$ cat config.mk
export PLATFORM = sky130hd
export DESIGN_NAME = bch_codec_top
export DESIGN_NICKNAME = d
export VERILOG_FILES = /design/src/design/bch_pkg.sv /design/src/design/bch_encoder.sv /design/src/design/bch_syndrome_calc.sv /design/src/design/bch_error_locator.sv /design/src/design/bch_message_recover.sv /design/src/design/bch_sequencer.sv /design/src/design/bch_codec_top.sv
export SDC_FILE = /design/constraint.sdc
export NUM_CORES = 1
export LEC_CHECK = 0
export BUFFER_PORTS_ARGS = -buffer_cell sky130_fd_sc_hd__buf_2
export CAP_MARGIN = 20
export CORE_ASPECT_RATIO = 1.5
export CORE_MARGIN = 5
export CORE_UTILIZATION = 64
export CTS_CLUSTER_DIAMETER = 150
export DETAILED_ROUTE_END_ITERATION = 12
export GPL_TIMING_DRIVEN = 1
export HOLD_SLACK_MARGIN = 0.12
export PLACE_DENSITY = 0.82
export SLEW_MARGIN = 0
export SYNTH_ARGS = -nofsm -noshare
export SYNTH_HDL_FRONTEND = slang
export SYNTH_SLANG_ARGS = --single-unit
$ cat constraint.sdc
create_clock -name clk -period 20.5 [get_ports clk]
set_clock_uncertainty 0.15 [all_clocks]
set_input_delay 3.075 -clock clk [delete_from_list [all_inputs] [get_ports clk]]
set_output_delay 3.075 -clock clk [all_outputs]
set_load 0.02 [all_outputs]
$ cat src/design/bch_pkg.sv
`default_nettype none

package bch_pkg;

    // code and field sizes
    localparam int CODE_N  = 15;
    localparam int MSG_K   = 7;
    localparam int GEN_DEG = 8;
    localparam int GF_M    = 4;

    // g(x) = x^8 + x^7 + x^6 + x^4 + 1
    localparam logic [GEN_DEG:0] GEN_POLY  = 9'b111010001;
    localparam logic [GF_M:0]    PRIM_POLY = 5'b10011; // x^4 + x + 1

    typedef logic [CODE_N-1:0] codeword_t;
    typedef logic [MSG_K-1:0]  message_t;
    typedef logic [GF_M-1:0]   gf_elem_t;
    typedef logic [1:0]        err_count_t;

    typedef enum logic [2:0] {
        SEQ_IDLE     = 3'h0,
        SEQ_ENCODE   = 3'h1,
        SEQ_INJECT   = 3'h2,
        SEQ_SYNDROME = 3'h3,
        SEQ_LOCATE   = 3'h4,
        SEQ_RECOVER  = 3'h5,
        SEQ_DONE     = 3'h6
    } seq_state_t;

    // ----------------------------------------------------------------------
    // GF(16) arithmetic
    // ----------------------------------------------------------------------
    function automatic gf_elem_t gf_mul(input gf_elem_t a, input gf_elem_t b);
        gf_elem_t prod;
        gf_elem_t x;
        prod = '0;
        x    = a;
        for (int i = 0; i < GF_M; i++)
        begin
            if (b[i])
                prod = prod ^ x;
            // multiply x by alpha, reduce on overflow
            x = x[GF_M-1] ? ((x << 1) ^ PRIM_POLY[GF_M-1:0]) : (x << 1);
        end
        return prod;
    endfunction

    // a^-1 = a^14 in GF(16), zero maps to zero
    function automatic gf_elem_t gf_inv(input gf_elem_t a);
        gf_elem_t r;
        r = a;
        for (int i = 0; i < CODE_N - 2; i++)
            r = gf_mul(r, a);
        return r;
    endfunction

    function automatic gf_elem_t gf_alpha_pow(input int unsigned e);
        gf_elem_t r;
        r = gf_elem_t'(1);
        for (int i = 0; i < CODE_N; i++)
        begin
            if (i < (e % CODE_N))
                r = gf_mul(r, gf_elem_t'(2)); // alpha is x
        end
        return r;
    endfunction

endpackage

`default_nettype wire

$ cat src/design/bch_encoder.sv
`default_nettype none

module bch_encoder (
    input  logic               clk,
    input  logic               rst,
    input  logic               go,
    input  bch_pkg::message_t  message,
    output bch_pkg::codeword_t codeword,
    output logic               enc_done
);
    import bch_pkg::*;

    localparam int IDX_W = $clog2(MSG_K);

    logic [IDX_W-1:0] bit_idx;  // message bit under work
    logic             running;
    codeword_t        acc;

    // step control
    always_ff @(posedge clk or posedge rst)
    begin
        if (rst)
        begin
            running  <= 1'b0;
            bit_idx  <= '0;
            enc_done <= 1'b0;
        end
        else
        begin
            enc_done <= 1'b0;
            if (go)
            begin
                running <= 1'b1;
                bit_idx <= '0;
            end
            else if (running)
            begin
                if (bit_idx == MSG_K - 1)
                begin
                    running  <= 1'b0;
                    enc_done <= 1'b1;
                end
                bit_idx <= bit_idx + 1'b1;
            end
        end
    end

    // c(x) = m(x) * g(x), one partial product per cycle
    always_ff @(posedge clk)
    begin
        if (go)
            acc <= '0;
        else if (running && message[bit_idx])
            acc <= acc ^ (codeword_t'(GEN_POLY) << bit_idx);
    end

    assign codeword = acc;

endmodule

`default_nettype wire

$ cat src/design/bch_syndrome_calc.sv
`default_nettype none

module bch_syndrome_calc (
    input  logic               clk,
    input  logic               rst,
    input  logic               go,
    input  bch_pkg::codeword_t received,
    output bch_pkg::gf_elem_t  s1,
    output bch_pkg::gf_elem_t  s3,
    output logic               syn_zero,
    output logic               syn_done
);
    import bch_pkg::*;

    localparam int       IDX_W   = $clog2(CODE_N);
    localparam gf_elem_t ALPHA_1 = gf_alpha_pow(1);
    localparam gf_elem_t ALPHA_3 = gf_alpha_pow(3);

    logic [IDX_W-1:0] idx;     // walks from the top coefficient down
    logic             running;
    gf_elem_t         r_bit;

    assign r_bit = gf_elem_t'(received[idx]);

    always_ff @(posedge clk or posedge rst)
    begin
        if (rst)
        begin
            running  <= 1'b0;
            idx      <= '0;
            syn_done <= 1'b0;
        end
        else
        begin
            syn_done <= 1'b0;
            if (go)
            begin
                running <= 1'b1;
                idx     <= IDX_W'(CODE_N - 1);
            end
            else if (running)
            begin
                if (idx == '0)
                begin
                    running  <= 1'b0;
                    syn_done <= 1'b1;
                end
                idx <= idx - 1'b1;
            end
        end
    end

    // ----------------------------------------------------------------------
    // Horner: s = s * beta + r_i, ends at r(alpha) and r(alpha^3)
    // ----------------------------------------------------------------------
    always_ff @(posedge clk)
    begin
        if (go)
        begin
            s1 <= '0;
            s3 <= '0;
        end
        else if (running)
        begin
            s1 <= gf_mul(s1, ALPHA_1) ^ r_bit;
            s3 <= gf_mul(s3, ALPHA_3) ^ r_bit;
        end
    end

    assign syn_zero = (s1 == '0) && (s3 == '0);

endmodule

`default_nettype wire

$ cat src/design/bch_error_locator.sv
`default_nettype none

module bch_error_locator #(
    parameter int MAX_ERRORS = 2
) (
    input  logic                clk,
    input  logic                rst,
    input  logic                go,
    input  bch_pkg::gf_elem_t   s1,
    input  bch_pkg::gf_elem_t   s3,
    output bch_pkg::codeword_t  error_mask,
    output bch_pkg::err_count_t err_count,
    output logic                loc_fail,
    output logic                loc_done
);
    import bch_pkg::*;

    typedef enum logic [1:0] {
        LOC_IDLE   = 2'h0,
        LOC_CHIEN  = 2'h1,
        LOC_RESULT = 2'h2
    } loc_phase_t;

    localparam int       POS_W      = $clog2(CODE_N);
    localparam gf_elem_t ALPHA_INV1 = gf_alpha_pow(CODE_N - 1); // alpha^-1
    localparam gf_elem_t ALPHA_INV2 = gf_alpha_pow(CODE_N - 2); // alpha^-2

    loc_phase_t       phase;
    logic [POS_W-1:0] pos;
    gf_elem_t         s1_cubed;
    gf_elem_t         sigma2_next;
    err_count_t       degree_next;
    logic             early_fail;
    gf_elem_t         term1_q;     // sigma1 * alpha^-i
    gf_elem_t         term2_q;     // sigma2 * alpha^-2i
    gf_elem_t         chien_sum;
    err_count_t       degree_q;
    err_count_t       roots;
    logic             fail_q;

    // ----------------------------------------------------------------------
    // Peterson solution for t = 2: sigma1 = S1, sigma2 = (S3 + S1^3) / S1
    // ----------------------------------------------------------------------
    assign s1_cubed    = gf_mul(gf_mul(s1, s1), s1);
    assign sigma2_next = (MAX_ERRORS > 1) ? gf_mul(s3 ^ s1_cubed, gf_inv(s1)) : '0;
    assign early_fail  = (MAX_ERRORS > 1) && (s1 == '0) && (s3 != '0);
    assign degree_next = (sigma2_next != '0) ? 2'd2 : ((s1 != '0) ? 2'd1 : 2'd0);

    // sigma(alpha^-i) = 1 + term1 + term2
    assign chien_sum = gf_elem_t'(1) ^ term1_q ^ term2_q;

    always_ff @(posedge clk or posedge rst)
    begin
        if (rst)
        begin
            phase     <= LOC_IDLE;
            pos       <= '0;
            roots     <= '0;
            fail_q    <= 1'b0;
            err_count <= '0;
            loc_fail  <= 1'b0;
            loc_done  <= 1'b0;
        end
        else
        begin
            loc_done <= 1'b0;
            if (go)
            begin
                phase     <= LOC_CHIEN;
                pos       <= '0;
                roots     <= '0;
                fail_q    <= early_fail;
                err_count <= '0;
                loc_fail  <= 1'b0;
            end
            else
            begin
                case (phase)
                    LOC_CHIEN:
                    begin
                        if (chien_sum == '0)
                            roots <= roots + 2'd1;
                        if (pos == CODE_N - 1)
                            phase <= LOC_RESULT;
                        pos <= pos + 1'b1;
                    end
                    LOC_RESULT:
                    begin
                        err_count <= roots;
                        loc_fail  <= fail_q || (roots != degree_q); // missing roots
                        loc_done  <= 1'b1;
                        phase     <= LOC_IDLE;
                    end
                    default: phase <= LOC_IDLE;
                endcase
            end
        end
    end

    // search datapath
    always_ff @(posedge clk)
    begin
        if (go)
        begin
            term1_q    <= s1;
            term2_q    <= sigma2_next;
            degree_q   <= degree_next;
            error_mask <= '0;
        end
        else if (phase == LOC_CHIEN)
        begin
            term1_q         <= gf_mul(term1_q, ALPHA_INV1);
            term2_q         <= gf_mul(term2_q, ALPHA_INV2);
            error_mask[pos] <= (chien_sum == '0);
        end
    end

endmodule

`default_nettype wire

$ cat src/design/bch_message_recover.sv
`default_nettype none

module bch_message_recover (
    input  logic               clk,
    input  logic               rst,
    input  logic               go,
    input  bch_pkg::codeword_t corrected,
    output bch_pkg::message_t  message_out,
    output logic               rec_done
);
    import bch_pkg::*;

    localparam int STEP_W = $clog2(MSG_K);

    logic [STEP_W-1:0] step;    // quotient bit under work
    logic              running;
    codeword_t         rem_q;
    message_t          quot_q;

    always_ff @(posedge clk or posedge rst)
    begin
        if (rst)
        begin
            running  <= 1'b0;
            step     <= '0;
            rec_done <= 1'b0;
        end
        else
        begin
            rec_done <= 1'b0;
            if (go)
            begin
                running <= 1'b1;
                step    <= STEP_W'(MSG_K - 1);
            end
            else if (running)
            begin
                if (step == '0)
                begin
                    running  <= 1'b0;
                    rec_done <= 1'b1;
                end
                step <= step - 1'b1;
            end
        end
    end

    // long division, top quotient bit first
    always_ff @(posedge clk)
    begin
        if (go)
        begin
            rem_q  <= corrected;
            quot_q <= '0;
        end
        else if (running && rem_q[step + GEN_DEG])
        begin
            quot_q[step] <= 1'b1;
            rem_q        <= rem_q ^ (codeword_t'(GEN_POLY) << step);
        end
    end

    assign message_out = quot_q;

endmodule

`default_nettype wire

$ cat src/design/bch_sequencer.sv
`default_nettype none

module bch_sequencer (
    input  logic clk,
    input  logic rst,
    input  logic start,
    input  logic enc_done,
    input  logic syn_done,
    input  logic syn_zero,
    input  logic loc_done,
    input  logic rec_done,
    output logic enc_go,
    output logic inject,
    output logic syn_go,
    output logic loc_go,
    output logic rec_go,
    output logic skip_locate,
    output logic busy,
    output logic done
);
    import bch_pkg::*;

    seq_state_t state;
    logic       accept;

    assign accept = start && !busy; // start while busy is dropped

    always_ff @(posedge clk or posedge rst)
    begin
        if (rst)
        begin
            state       <= SEQ_IDLE;
            enc_go      <= 1'b0;
            inject      <= 1'b0;
            syn_go      <= 1'b0;
            loc_go      <= 1'b0;
            rec_go      <= 1'b0;
            skip_locate <= 1'b0;
            busy        <= 1'b0;
            done        <= 1'b0;
        end
        else
        begin
            // strobes last one cycle
            enc_go <= 1'b0;
            inject <= 1'b0;
            syn_go <= 1'b0;
            loc_go <= 1'b0;
            rec_go <= 1'b0;
            done   <= 1'b0;

            case (state)
                SEQ_IDLE, SEQ_DONE:
                begin
                    if (accept)
                    begin
                        state       <= SEQ_ENCODE;
                        enc_go      <= 1'b1;
                        busy        <= 1'b1;
                        skip_locate <= 1'b0;
                    end
                    else
                        state <= SEQ_IDLE;
                end
                SEQ_ENCODE:
                begin
                    if (enc_done)
                    begin
                        state  <= SEQ_INJECT;
                        inject <= 1'b1;
                    end
                end
                SEQ_INJECT:
                begin
                    state  <= SEQ_SYNDROME;
                    syn_go <= 1'b1;
                end
                SEQ_SYNDROME:
                begin
                    if (syn_done)
                    begin
                        skip_locate <= syn_zero;
                        if (syn_zero)
                        begin
                            state  <= SEQ_RECOVER; // clean word, no search
                            rec_go <= 1'b1;
                        end
                        else
                        begin
                            state  <= SEQ_LOCATE;
                            loc_go <= 1'b1;
                        end
                    end
                end
                SEQ_LOCATE:
                begin
                    if (loc_done)
                    begin
                        state  <= SEQ_RECOVER;
                        rec_go <= 1'b1;
                    end
                end
                SEQ_RECOVER:
                begin
                    if (rec_done)
                    begin
                        state <= SEQ_DONE;
                        busy  <= 1'b0;
                        done  <= 1'b1;
                    end
                end
                default: state <= SEQ_IDLE;
            endcase
        end
    end

endmodule

`default_nettype wire

$ cat src/design/bch_codec_top.sv
`default_nettype none

module bch_codec_top #(
    parameter int MAX_ERRORS = 2
) (
    input  logic                clk,
    input  logic                rst,
    input  logic                start,
    input  bch_pkg::message_t   message,
    input  bch_pkg::codeword_t  error_pattern,
    output logic                busy,
    output logic                done,
    output bch_pkg::codeword_t  codeword,
    output bch_pkg::message_t   corrected_message,
    output bch_pkg::err_count_t error_count,
    output logic                uncorrectable
);
    import bch_pkg::*;

    logic       enc_go;
    logic       enc_done;
    logic       inject;
    logic       syn_go;
    logic       syn_done;
    logic       syn_zero;
    logic       loc_go;
    logic       loc_done;
    logic       loc_fail;
    logic       rec_go;
    logic       rec_done;
    logic       skip_locate;
    logic       accept;
    message_t   msg_q;
    codeword_t  pattern_q;
    codeword_t  received_q;
    codeword_t  corrected;
    codeword_t  error_mask;
    gf_elem_t   s1;
    gf_elem_t   s3;
    err_count_t err_count;

    // ----------------------------------------------------------------------
    // input capture and channel model
    // ----------------------------------------------------------------------
    assign accept = start && !busy;

    always_ff @(posedge clk)
    begin
        if (accept)
        begin
            msg_q     <= message;
            pattern_q <= error_pattern;
        end
    end

    always_ff @(posedge clk)
    begin
        if (inject)
            received_q <= codeword ^ pattern_q;
    end

    // stale locator results are masked off on the skip path
    assign corrected     = received_q ^ (skip_locate ? '0 : error_mask);
    assign error_count   = skip_locate ? '0 : err_count;
    assign uncorrectable = skip_locate ? 1'b0 : loc_fail;

    bch_sequencer i_bch_sequencer (
        .clk         (clk),
        .rst         (rst),
        .start       (start),
        .enc_done    (enc_done),
        .syn_done    (syn_done),
        .syn_zero    (syn_zero),
        .loc_done    (loc_done),
        .rec_done    (rec_done),
        .enc_go      (enc_go),
        .inject      (inject),
        .syn_go      (syn_go),
        .loc_go      (loc_go),
        .rec_go      (rec_go),
        .skip_locate (skip_locate),
        .busy        (busy),
        .done        (done)
    );

    bch_encoder i_bch_encoder (
        .clk      (clk),
        .rst      (rst),
        .go       (enc_go),
        .message  (msg_q),
        .codeword (codeword),
        .enc_done (enc_done)
    );

    bch_syndrome_calc i_bch_syndrome_calc (
        .clk      (clk),
        .rst      (rst),
        .go       (syn_go),
        .received (received_q),
        .s1       (s1),
        .s3       (s3),
        .syn_zero (syn_zero),
        .syn_done (syn_done)
    );

    bch_error_locator #(
        .MAX_ERRORS (MAX_ERRORS)
    ) i_bch_error_locator (
        .clk        (clk),
        .rst        (rst),
        .go         (loc_go),
        .s1         (s1),
        .s3         (s3),
        .error_mask (error_mask),
        .err_count  (err_count),
        .loc_fail   (loc_fail),
        .loc_done   (loc_done)
    );

    bch_message_recover i_bch_message_recover (
        .clk         (clk),
        .rst         (rst),
        .go          (rec_go),
        .corrected   (corrected),
        .message_out (corrected_message),
        .rec_done    (rec_done)
    );

endmodule

`default_nettype wire

======== After elaboration in Yosys (flattened, before gate mapping) ========
Cells that the tools add are included.
storage, ports and cells
  output and inout port bits .............. 27
  input bits .............................. 25
  register bits after elaboration ......... 147
  memories kept ........................... 0
  logic and storage cells ................. 410
  latch bits .............................. 0
  bits in writable memories ............... 0
  bits in read-only memories .............. 0
cells by class
  shift operators ......................... 2
  mux-type cells .......................... 203
  add/sub/neg operators ................... 6
  $mul .................................... 0
  div/mod/pow operators ................... 0
  bitwise logic cells ..................... 106
  reduce and logical (&&, ||, !) cells .... 32
  $lt $le $gt $ge ......................... 7
  equal/unequal tests ..................... 17
operators with widths
  operator                                                      number
  two-way mux 4 bit                                             74
  bitwise XOR 4 bit                                             47
  two-way mux 2 bit                                             60
  inverter 2 bit                                                51
  bitwise XOR 15 bit                                            4
  two-way mux 1 bit                                             48
  two-way mux 15 bit                                            3
  less-than comparator 32 x 5 -> 1 bit (second input constant)  1
  left shift 9 x 3 -> 15 bit (first input constant)             2
  two-way mux 3 bit                                             8
  one-hot mux 3 bit (6 select lines)                            1
  nonzero test 2 bit                                            9
  zero test 4 bit                                               4
  bitwise mux 15 bit                                            1
  == test 3 bit (second input constant)                         4
  nonzero test 4 bit                                            3
  less-than comparator 4 x 5 -> 1 bit (second input constant)   2
  binary-select mux 1 bit (select 4 bit)                        2
  less-than comparator 3 x 4 -> 1 bit (second input constant)   2
  != test 2 x 1 -> 1 bit (second input constant)                4
  bitwise XOR 4 x 1 -> 4 bit                                    2
  logical AND 1 bit                                             7
  bitwise OR 7 bit                                              1
  == test 3 x 2 -> 1 bit (second input constant)                2
  other kinds (27)                                              31

======== Longest topological paths before layout ========
  word-level depth ........................ 112
  gate-level depth with buffers ........... 55
  mapped depth without buffers ............ 44

======== Modules after synthesis ========
Synthesis repeated with hierarchy kept, for this count alone.
unflattened totals
  cells, all modules ...................... 1497
  area total of the unflattened synthesis .. 14177.3 um2
modules (own cells, without submodules)
  module               area each (um2)  seq. area each (um2)  instances  cells each
  bch_error_locator    9107.5           925.9                 1          1058
  bch_codec_top        1564.0           1111.1                1          87
  bch_encoder          1164.9           425.4                 1          123
  bch_message_recover  998.5            475.5                 1          102
  bch_syndrome_calc    824.5            310.3                 1          82
  bch_sequencer        518.0            275.3                 1          45

======== Worst setup path after synthesis ========
OpenSTA, ideal clock, no wires.
  kind .................................... reg2reg
  start ................................... register i_bch_syndrome_calc.s1[3]
  end ..................................... register i_bch_error_locator.degree_q[0], data pin
  clock period less this slack ............ 14.175 ns
  setup slack ............................. 6.325 ns
  library setup time ...................... 0.256 ns
  buffers on the path ..................... 9
  data arrival time ....................... 13.770 ns
  required time ........................... 20.094 ns
  cell stages (with the launch flop) ...... 54
  cells stage by stage .................... dfxtp_1 inv_1 clkbuf_1 clkbuf_1 buf_1 clkbuf_1 ha_1 and2_1 xnor2_1 xnor3_1 and2_1 a221oi_4 mux2i_1 xnor2_1 or4_1 buf_2 nand4_1 or4b_1 [... 18 more ...] xnor3_1 a211oi_2 nor2_1 xor3_1 a22o_1 or3_1 buf_2 a21o_1 xnor2_1 xnor2_2 xnor3_1 and2_1 or3_1 clkbuf_1 a2111oi_0 a31oi_1 xor2_1 and4_1
on the way
  cells in the longest elaborated chain, start to end .. 99
  elaborated cells between the ends (all ways) .. 183
  those cells by class .................... mux (98); bitwise (83); reduce/logical (2)
ends and longest elaborated chain
  element                                                        line                          RTL
  start, declared                                                bch_syndrome_calc.sv:8        output bch_pkg::gf_elem_t s1,
  start signal, assigned                                         bch_syndrome_calc.sv:65       s1 <= gf_mul(s1, ALPHA_1) ^ r_bit;
  two-way mux 2 bit / two-way mux 4 bit (equally long branches)  bch_pkg.sv:43, bch_pkg.sv:40
  bitwise XOR 4 bit                                              bch_pkg.sv:41                 prod = prod ^ x;
  two-way mux 4 bit                                              bch_pkg.sv:40                 if (b[i])
  bitwise XOR 4 bit                                              bch_pkg.sv:41
  two-way mux 4 bit                                              bch_pkg.sv:40
  bitwise XOR 4 bit                                              bch_pkg.sv:41
  two-way mux 4 bit                                              bch_pkg.sv:40
  two-way mux 4 bit / two-way mux 2 bit (equally long branches)  bch_pkg.sv:40, bch_pkg.sv:43
  [... 82 more ...]                                              --
  two-way mux 4 bit (2 in series)                                bch_pkg.sv:40
  bitwise XOR 4 bit                                              bch_pkg.sv:41
  two-way mux 4 bit                                              bch_pkg.sv:40
  bitwise XOR 4 bit                                              bch_pkg.sv:41
  two-way mux 4 bit                                              bch_pkg.sv:40
  bitwise XOR 4 bit                                              bch_pkg.sv:41
  two-way mux 4 bit                                              bch_pkg.sv:40
  nonzero test 4 bit                                             bch_error_locator.sv:47       assign degree_next = (sigma2_next != '0) ? 2'd2 : ((s1 != '0) ? 2'd1 : 2'd0);
  end signal, assigned                                           bch_error_locator.sv:107      degree_q <= degree_next;
  end, declared                                                  bch_error_locator.sv:37       err_count_t degree_q;
Several ways; a longest one is shown, not always the timed one.
A chain may end at the register's enable or synchronous reset.

======== Final worst setup path ========
  start ................................... register i_bch_syndrome_calc.s1[3]
  end ..................................... register i_bch_error_locator.degree_q[1], data pin
on the way
  cells in the longest elaborated chain, start to end .. 99
  elaborated cells between the ends (all ways) .. 181
  those cells by class .................... mux (97); bitwise (83); reduce/logical (1)
ends and longest elaborated chain
  element                                                        line
  two-way mux 2 bit / two-way mux 4 bit (equally long branches)  bch_pkg.sv:43, bch_pkg.sv:40
  bitwise XOR 4 bit                                              bch_pkg.sv:41
  two-way mux 4 bit                                              bch_pkg.sv:40
  bitwise XOR 4 bit                                              bch_pkg.sv:41
  two-way mux 4 bit                                              bch_pkg.sv:40
  bitwise XOR 4 bit                                              bch_pkg.sv:41
  two-way mux 4 bit                                              bch_pkg.sv:40
  two-way mux 4 bit / two-way mux 2 bit (equally long branches)  bch_pkg.sv:40, bch_pkg.sv:43
  [... 82 more ...]                                              --
  two-way mux 4 bit (2 in series)                                bch_pkg.sv:40
  bitwise XOR 4 bit                                              bch_pkg.sv:41
  two-way mux 4 bit                                              bch_pkg.sv:40
  bitwise XOR 4 bit                                              bch_pkg.sv:41
  two-way mux 4 bit                                              bch_pkg.sv:40
  bitwise XOR 4 bit                                              bch_pkg.sv:41
  two-way mux 4 bit *                                            bch_pkg.sv:40
  nonzero test 4 bit *                                           bch_error_locator.sv:47
Mark *: on every way between the ends. The rest lies on a longest branch, timed or not.

==> reports/results.ini <==
[drt]
vias = 10300
drt_first_pass_iters = 5
drtIter0Drc = 861
remaining_drc_errors = 0
avgViaCountPerCell = 6.338
remaining_number_of_nets_flagged_by_the_antenna_check_after_routing = 0
detail_route.wirelength_mm = 31.42
average_wire_length_per_cell_after_detail_routing_um = 19.33

[power_and_ir_drop]
power.switching_fraction_pct = 19.24
intPower_mw = 0.5125
vdd.ir_drop.worst_mv = 0.07565
power_density_mw_per_mm2 = 47.24
power.sequential.fraction_pct = 43.8
power_switching_mw = 0.1221
share_clk_of_total_power_pct = 55.1
comb_power_share_pct = 1.1
total_leakage_power_nw = 5.474

[placement]
numPortBuffers = 51
place_congestion = 0.9271
place_area_sq_mm = 0.01273
sum_of_net_half_perimeters_after_detailed_placement_mm = 22.01

[critical_path]
critical_path.most_common_cell = sky130_fd_sc_hd__xnor2_1
cp.arrival_ps = 15090
critical_path_top_delay_cell = sky130_fd_sc_hd__xnor2_1
endpoint_type_of_the_worst_setup_path = flip-flop
ff2ff_setup_slack_ps = 5440
reg2reg_depth = 44
r2r_end = i_bch_error_locator.degree_q[1]$_SDFFCE_PP1P_
start_kind = flip-flop
critical_path_required_ps = 20530
r2r-start = i_bch_syndrome_calc.s1[3]$_SDFFE_PP0P_
critical_path.max_fanout = 60
cp_slowest_stage_delay_ps = 840
worstSetupPathType = reg -> reg

[grt]
first_global_vias = 10640
global_route.overflow_total = 0
antenna_found_initial = 0
grt_start_max_net_pins = 61
wire_length_of_the_first_global_routing_pass_mm = 51.58
gr-usage-all-layers_pct = 28.49

[final_layout]
area_growth_pct = 8.533
postLayoutCellArea_sq_mm = 0.01343
finish.utilization_pct = 70.38
finish.net_count = 1410
antenna_cells = 0
post_route_cells_drive_above_1_share_pct = 14.02

[sta]
post-route-period-util_pct = 73.47
fmaxAchievable_ghz = 0.06640
final-setup-viol-count = 0
timing_max_transition_violations_final = 0
period_needed_ps = 15060
slew_limit_headroom_pct = 34.39
setup_tns_ps = 0
rsz_0062_raised_after_global_routing = no
fin_hold_ws_ps = 318.2
final-hold-violation-count = 0
slew_worst_pin_ps = 977.2

[clock_network]
clock_latency_ps = 470
cts-buffers-inserted = 25
ctsHoldBuffers = 0
cts.sink_count = 131
clockBufferDepth = 3
root_buffer = sky130_fd_sc_hd__clkbuf_16
number_of_instances_resized_during_post_cts_repair = 0
cts.clk_slew.worst_paths_ps = 60
cts-htree-levels = 4
tritoncts = yes
postCtsSetupBuffers = 0

[die]
num_io_pins = 52
core-area_sq_mm = 0.01908
die_height_um = 180.3
die-area_sq_mm = 0.02228
start_util_pct = 64.85
core.rowCount = 62
chipWidth_um = 123.5

[min_path]
hold_path_end = i_bch_message_recover.message_out[4]$_SDFFE_PP0P_
holdCritStartpoint = i_bch_message_recover.message_out[4]$_SDFFE_PP0P_
hold-path-cell-count = 2
worst_hold_path_type = reg -> reg

[synthesis]
syn-instance-count = 1347
synth_enable_flop_cells = 54
syn-num-nets = 1394
async_sr_flop_fraction_pct = 30.53
syn_area_per_cell_sq_um = 9.188
part_of_the_yosys_area_used_for_sequential_elements_pct = 27.18
synth_flop_cell = sky130_fd_sc_hd__edfxtp_1
netlist-cell-type-count = 111
ys_warns = 0
synth-seq-cells = 131
syn-cell-area_sq_mm = 0.01238

[flow_run]
drv.max_cap_violation_count = 0

[outcome]
run_status = complete, no violations

layout by cell type (no fill, tap or decap), types with 15 or more instances in the layout:
master / count
sky130_fd_sc_hd__nor2_1: 145
sky130_fd_sc_hd__xnor2_1: 115
sky130_fd_sc_hd__nand2_1: 113
sky130_fd_sc_hd__xor2_1: 72
sky130_fd_sc_hd__a21oi_1: 65
sky130_fd_sc_hd__edfxtp_1: 54
sky130_fd_sc_hd__buf_2: 53
sky130_fd_sc_hd__mux2i_1: 52
sky130_fd_sc_hd__o21ai_0: 45
sky130_fd_sc_hd__dfrtp_1: 40
sky130_fd_sc_hd__nand3_1: 36
sky130_fd_sc_hd__dfxtp_1: 33
sky130_fd_sc_hd__nor3_1: 28
sky130_fd_sc_hd__xnor3_1: 27
sky130_fd_sc_hd__clkbuf_16: 25
sky130_fd_sc_hd__inv_1: 22
sky130_fd_sc_hd__ha_1: 22
sky130_fd_sc_hd__nand2b_1: 20
sky130_fd_sc_hd__a21o_1: 20
sky130_fd_sc_hd__and2_1: 17
sky130_fd_sc_hd__or3_1: 17
sky130_fd_sc_hd__a211oi_1: 15
sky130_fd_sc_hd__o21ai_1: 15
cells in the mapped netlist (all sizes together) (13+ instances only):
cell type,number,area share [%]
a21o,20,1.2
edfxtp,54,13
nand2,113,3.4
or2,16,0.83
nand2b,20,1.0
buf,24,1.0
o21ai,62,2.6
a21oi,68,2.8
nor2,148,4.5
inv,24,0.73
or3,20,1.1
a211oi,19,1.4
o211ai,15,1.0
ha,22,2.2
mux2i,53,4.4
and2,17,0.86
dfrtp,40,8.1
xor2,78,5.9
nand3,38,1.6
nor3,31,1.5
dfxtp,37,6.0
and3,13,0.70
xnor3,29,5.3
clkbuf,52,1.6
xnor2,131,11
routing by layer:
metal | wire (um) | share of wire (%) | GRT usage (%)
met4 | 1857 | 5.9 | 15.74
met3 | 1557 | 5.0 | 3.392
met5 | 0 | 0 | 0
met1 | 11420 | 36 | 31.32
met2 | 16580 | 53 | 51.83
stage by stage:
stage / cells / worst slack [ps] / power, mW
2_1_floorplan: 1347 / 6325 / 0.2859
6_report: 1625 / 5440 / 0.6346
5_1_grt: 1625 / 4561 / 0.6524
3_5_place_dp: 1591 / 5591 / 0.2900
4_1_cts: 1624 / 5521 / 0.6376
3_3_place_gp: 1590 / 5767 / 0.2895
power groups by stage:
stage                     clock [mW]  combinational, mW  sequential (mW)
after global routing           0.366            0.00812            0.278
after global placement             0            0.00698            0.283
final                          0.350            0.00705            0.278
after CTS                      0.352            0.00724            0.278
after floorplan                    0            0.00360            0.282
after detailed placement           0            0.00720            0.283
worst max-delay path, delay by kind of cell, from the launching register on:
family                     cells  cell delay [ps]
adders and majority gates      1              570
and+or+nand+nor               13             3250
xor gates and xnor gates      20             7380
buffers and inverters          1              590
DFF                            1              330
AOI/OAI and AO/OA              9             2470
how the worst max path moves through the flow:
| stage | startpoint | endpoint | slack (ps) |
|---|---|---|---|
| after floorplan | i_bch_syndrome_calc.s1[3]$_SDFFE_PP0P_ | i_bch_error_locator.degree_q[0]$_SDFFCE_PP0P_ | 6320 |
| after global placement | i_bch_syndrome_calc.s1[3]$_SDFFE_PP0P_ | i_bch_error_locator.degree_q[1]$_SDFFCE_PP1P_ | 5770 |
| after detailed placement | i_bch_syndrome_calc.s1[3]$_SDFFE_PP0P_ | i_bch_error_locator.degree_q[1]$_SDFFCE_PP1P_ | 5590 |
| after CTS | i_bch_syndrome_calc.s1[3]$_SDFFE_PP0P_ | i_bch_error_locator.degree_q[1]$_SDFFCE_PP1P_ | 5520 |
| after global routing | i_bch_syndrome_calc.s1[3]$_SDFFE_PP0P_ | i_bch_error_locator.degree_q[0]$_SDFFCE_PP0P_ | 4560 |
| final | i_bch_syndrome_calc.s1[3]$_SDFFE_PP0P_ | i_bch_error_locator.degree_q[1]$_SDFFCE_PP1P_ | 5440 |
sequential cells by signal (all words and copies together), names as in the netlist, 2 cells and up:
signal	flops
i_bch_encoder.codeword	15
pattern_q	15
received_q	15
i_bch_error_locator.error_mask	7
i_bch_message_recover.message_out	7
i_bch_message_recover.rem_q	7
msg_q	7
i_bch_error_locator.pos	4
i_bch_error_locator.term1_q	4
i_bch_error_locator.term2_q	4
i_bch_syndrome_calc.idx	4
i_bch_syndrome_calc.s1	4
i_bch_syndrome_calc.s3	4
i_bch_encoder.bit_idx	3
i_bch_message_recover.step	3
i_bch_sequencer.state	3
i_bch_error_locator.degree_q	2
i_bch_error_locator.err_count	2
i_bch_error_locator.phase	2
i_bch_error_locator.roots	2
cells by family after synthesis:
kind of cell,synth area share [%]
buffers and inverters,3.397
xor gates and xnor gates,23.81
adders and majority gates,2.224
muxes,6.026
AOI/OAI and AO/OA,17.73
DFF,27.18
and+or+nand+nor,19.63
area by class of cell:
cell class	instances	area, sq um
Tap cell	256	320.3
Clock buffer	28	646.9
Multi-Input combinational cell	1114	8592
Clock inverter	5	51.30
Sequential cell	131	3368
Inverter	26	97.59
Fill cell	1518	5652
Timing Repair Buffer	65	355.3
(Power assumes the default switching activity.)
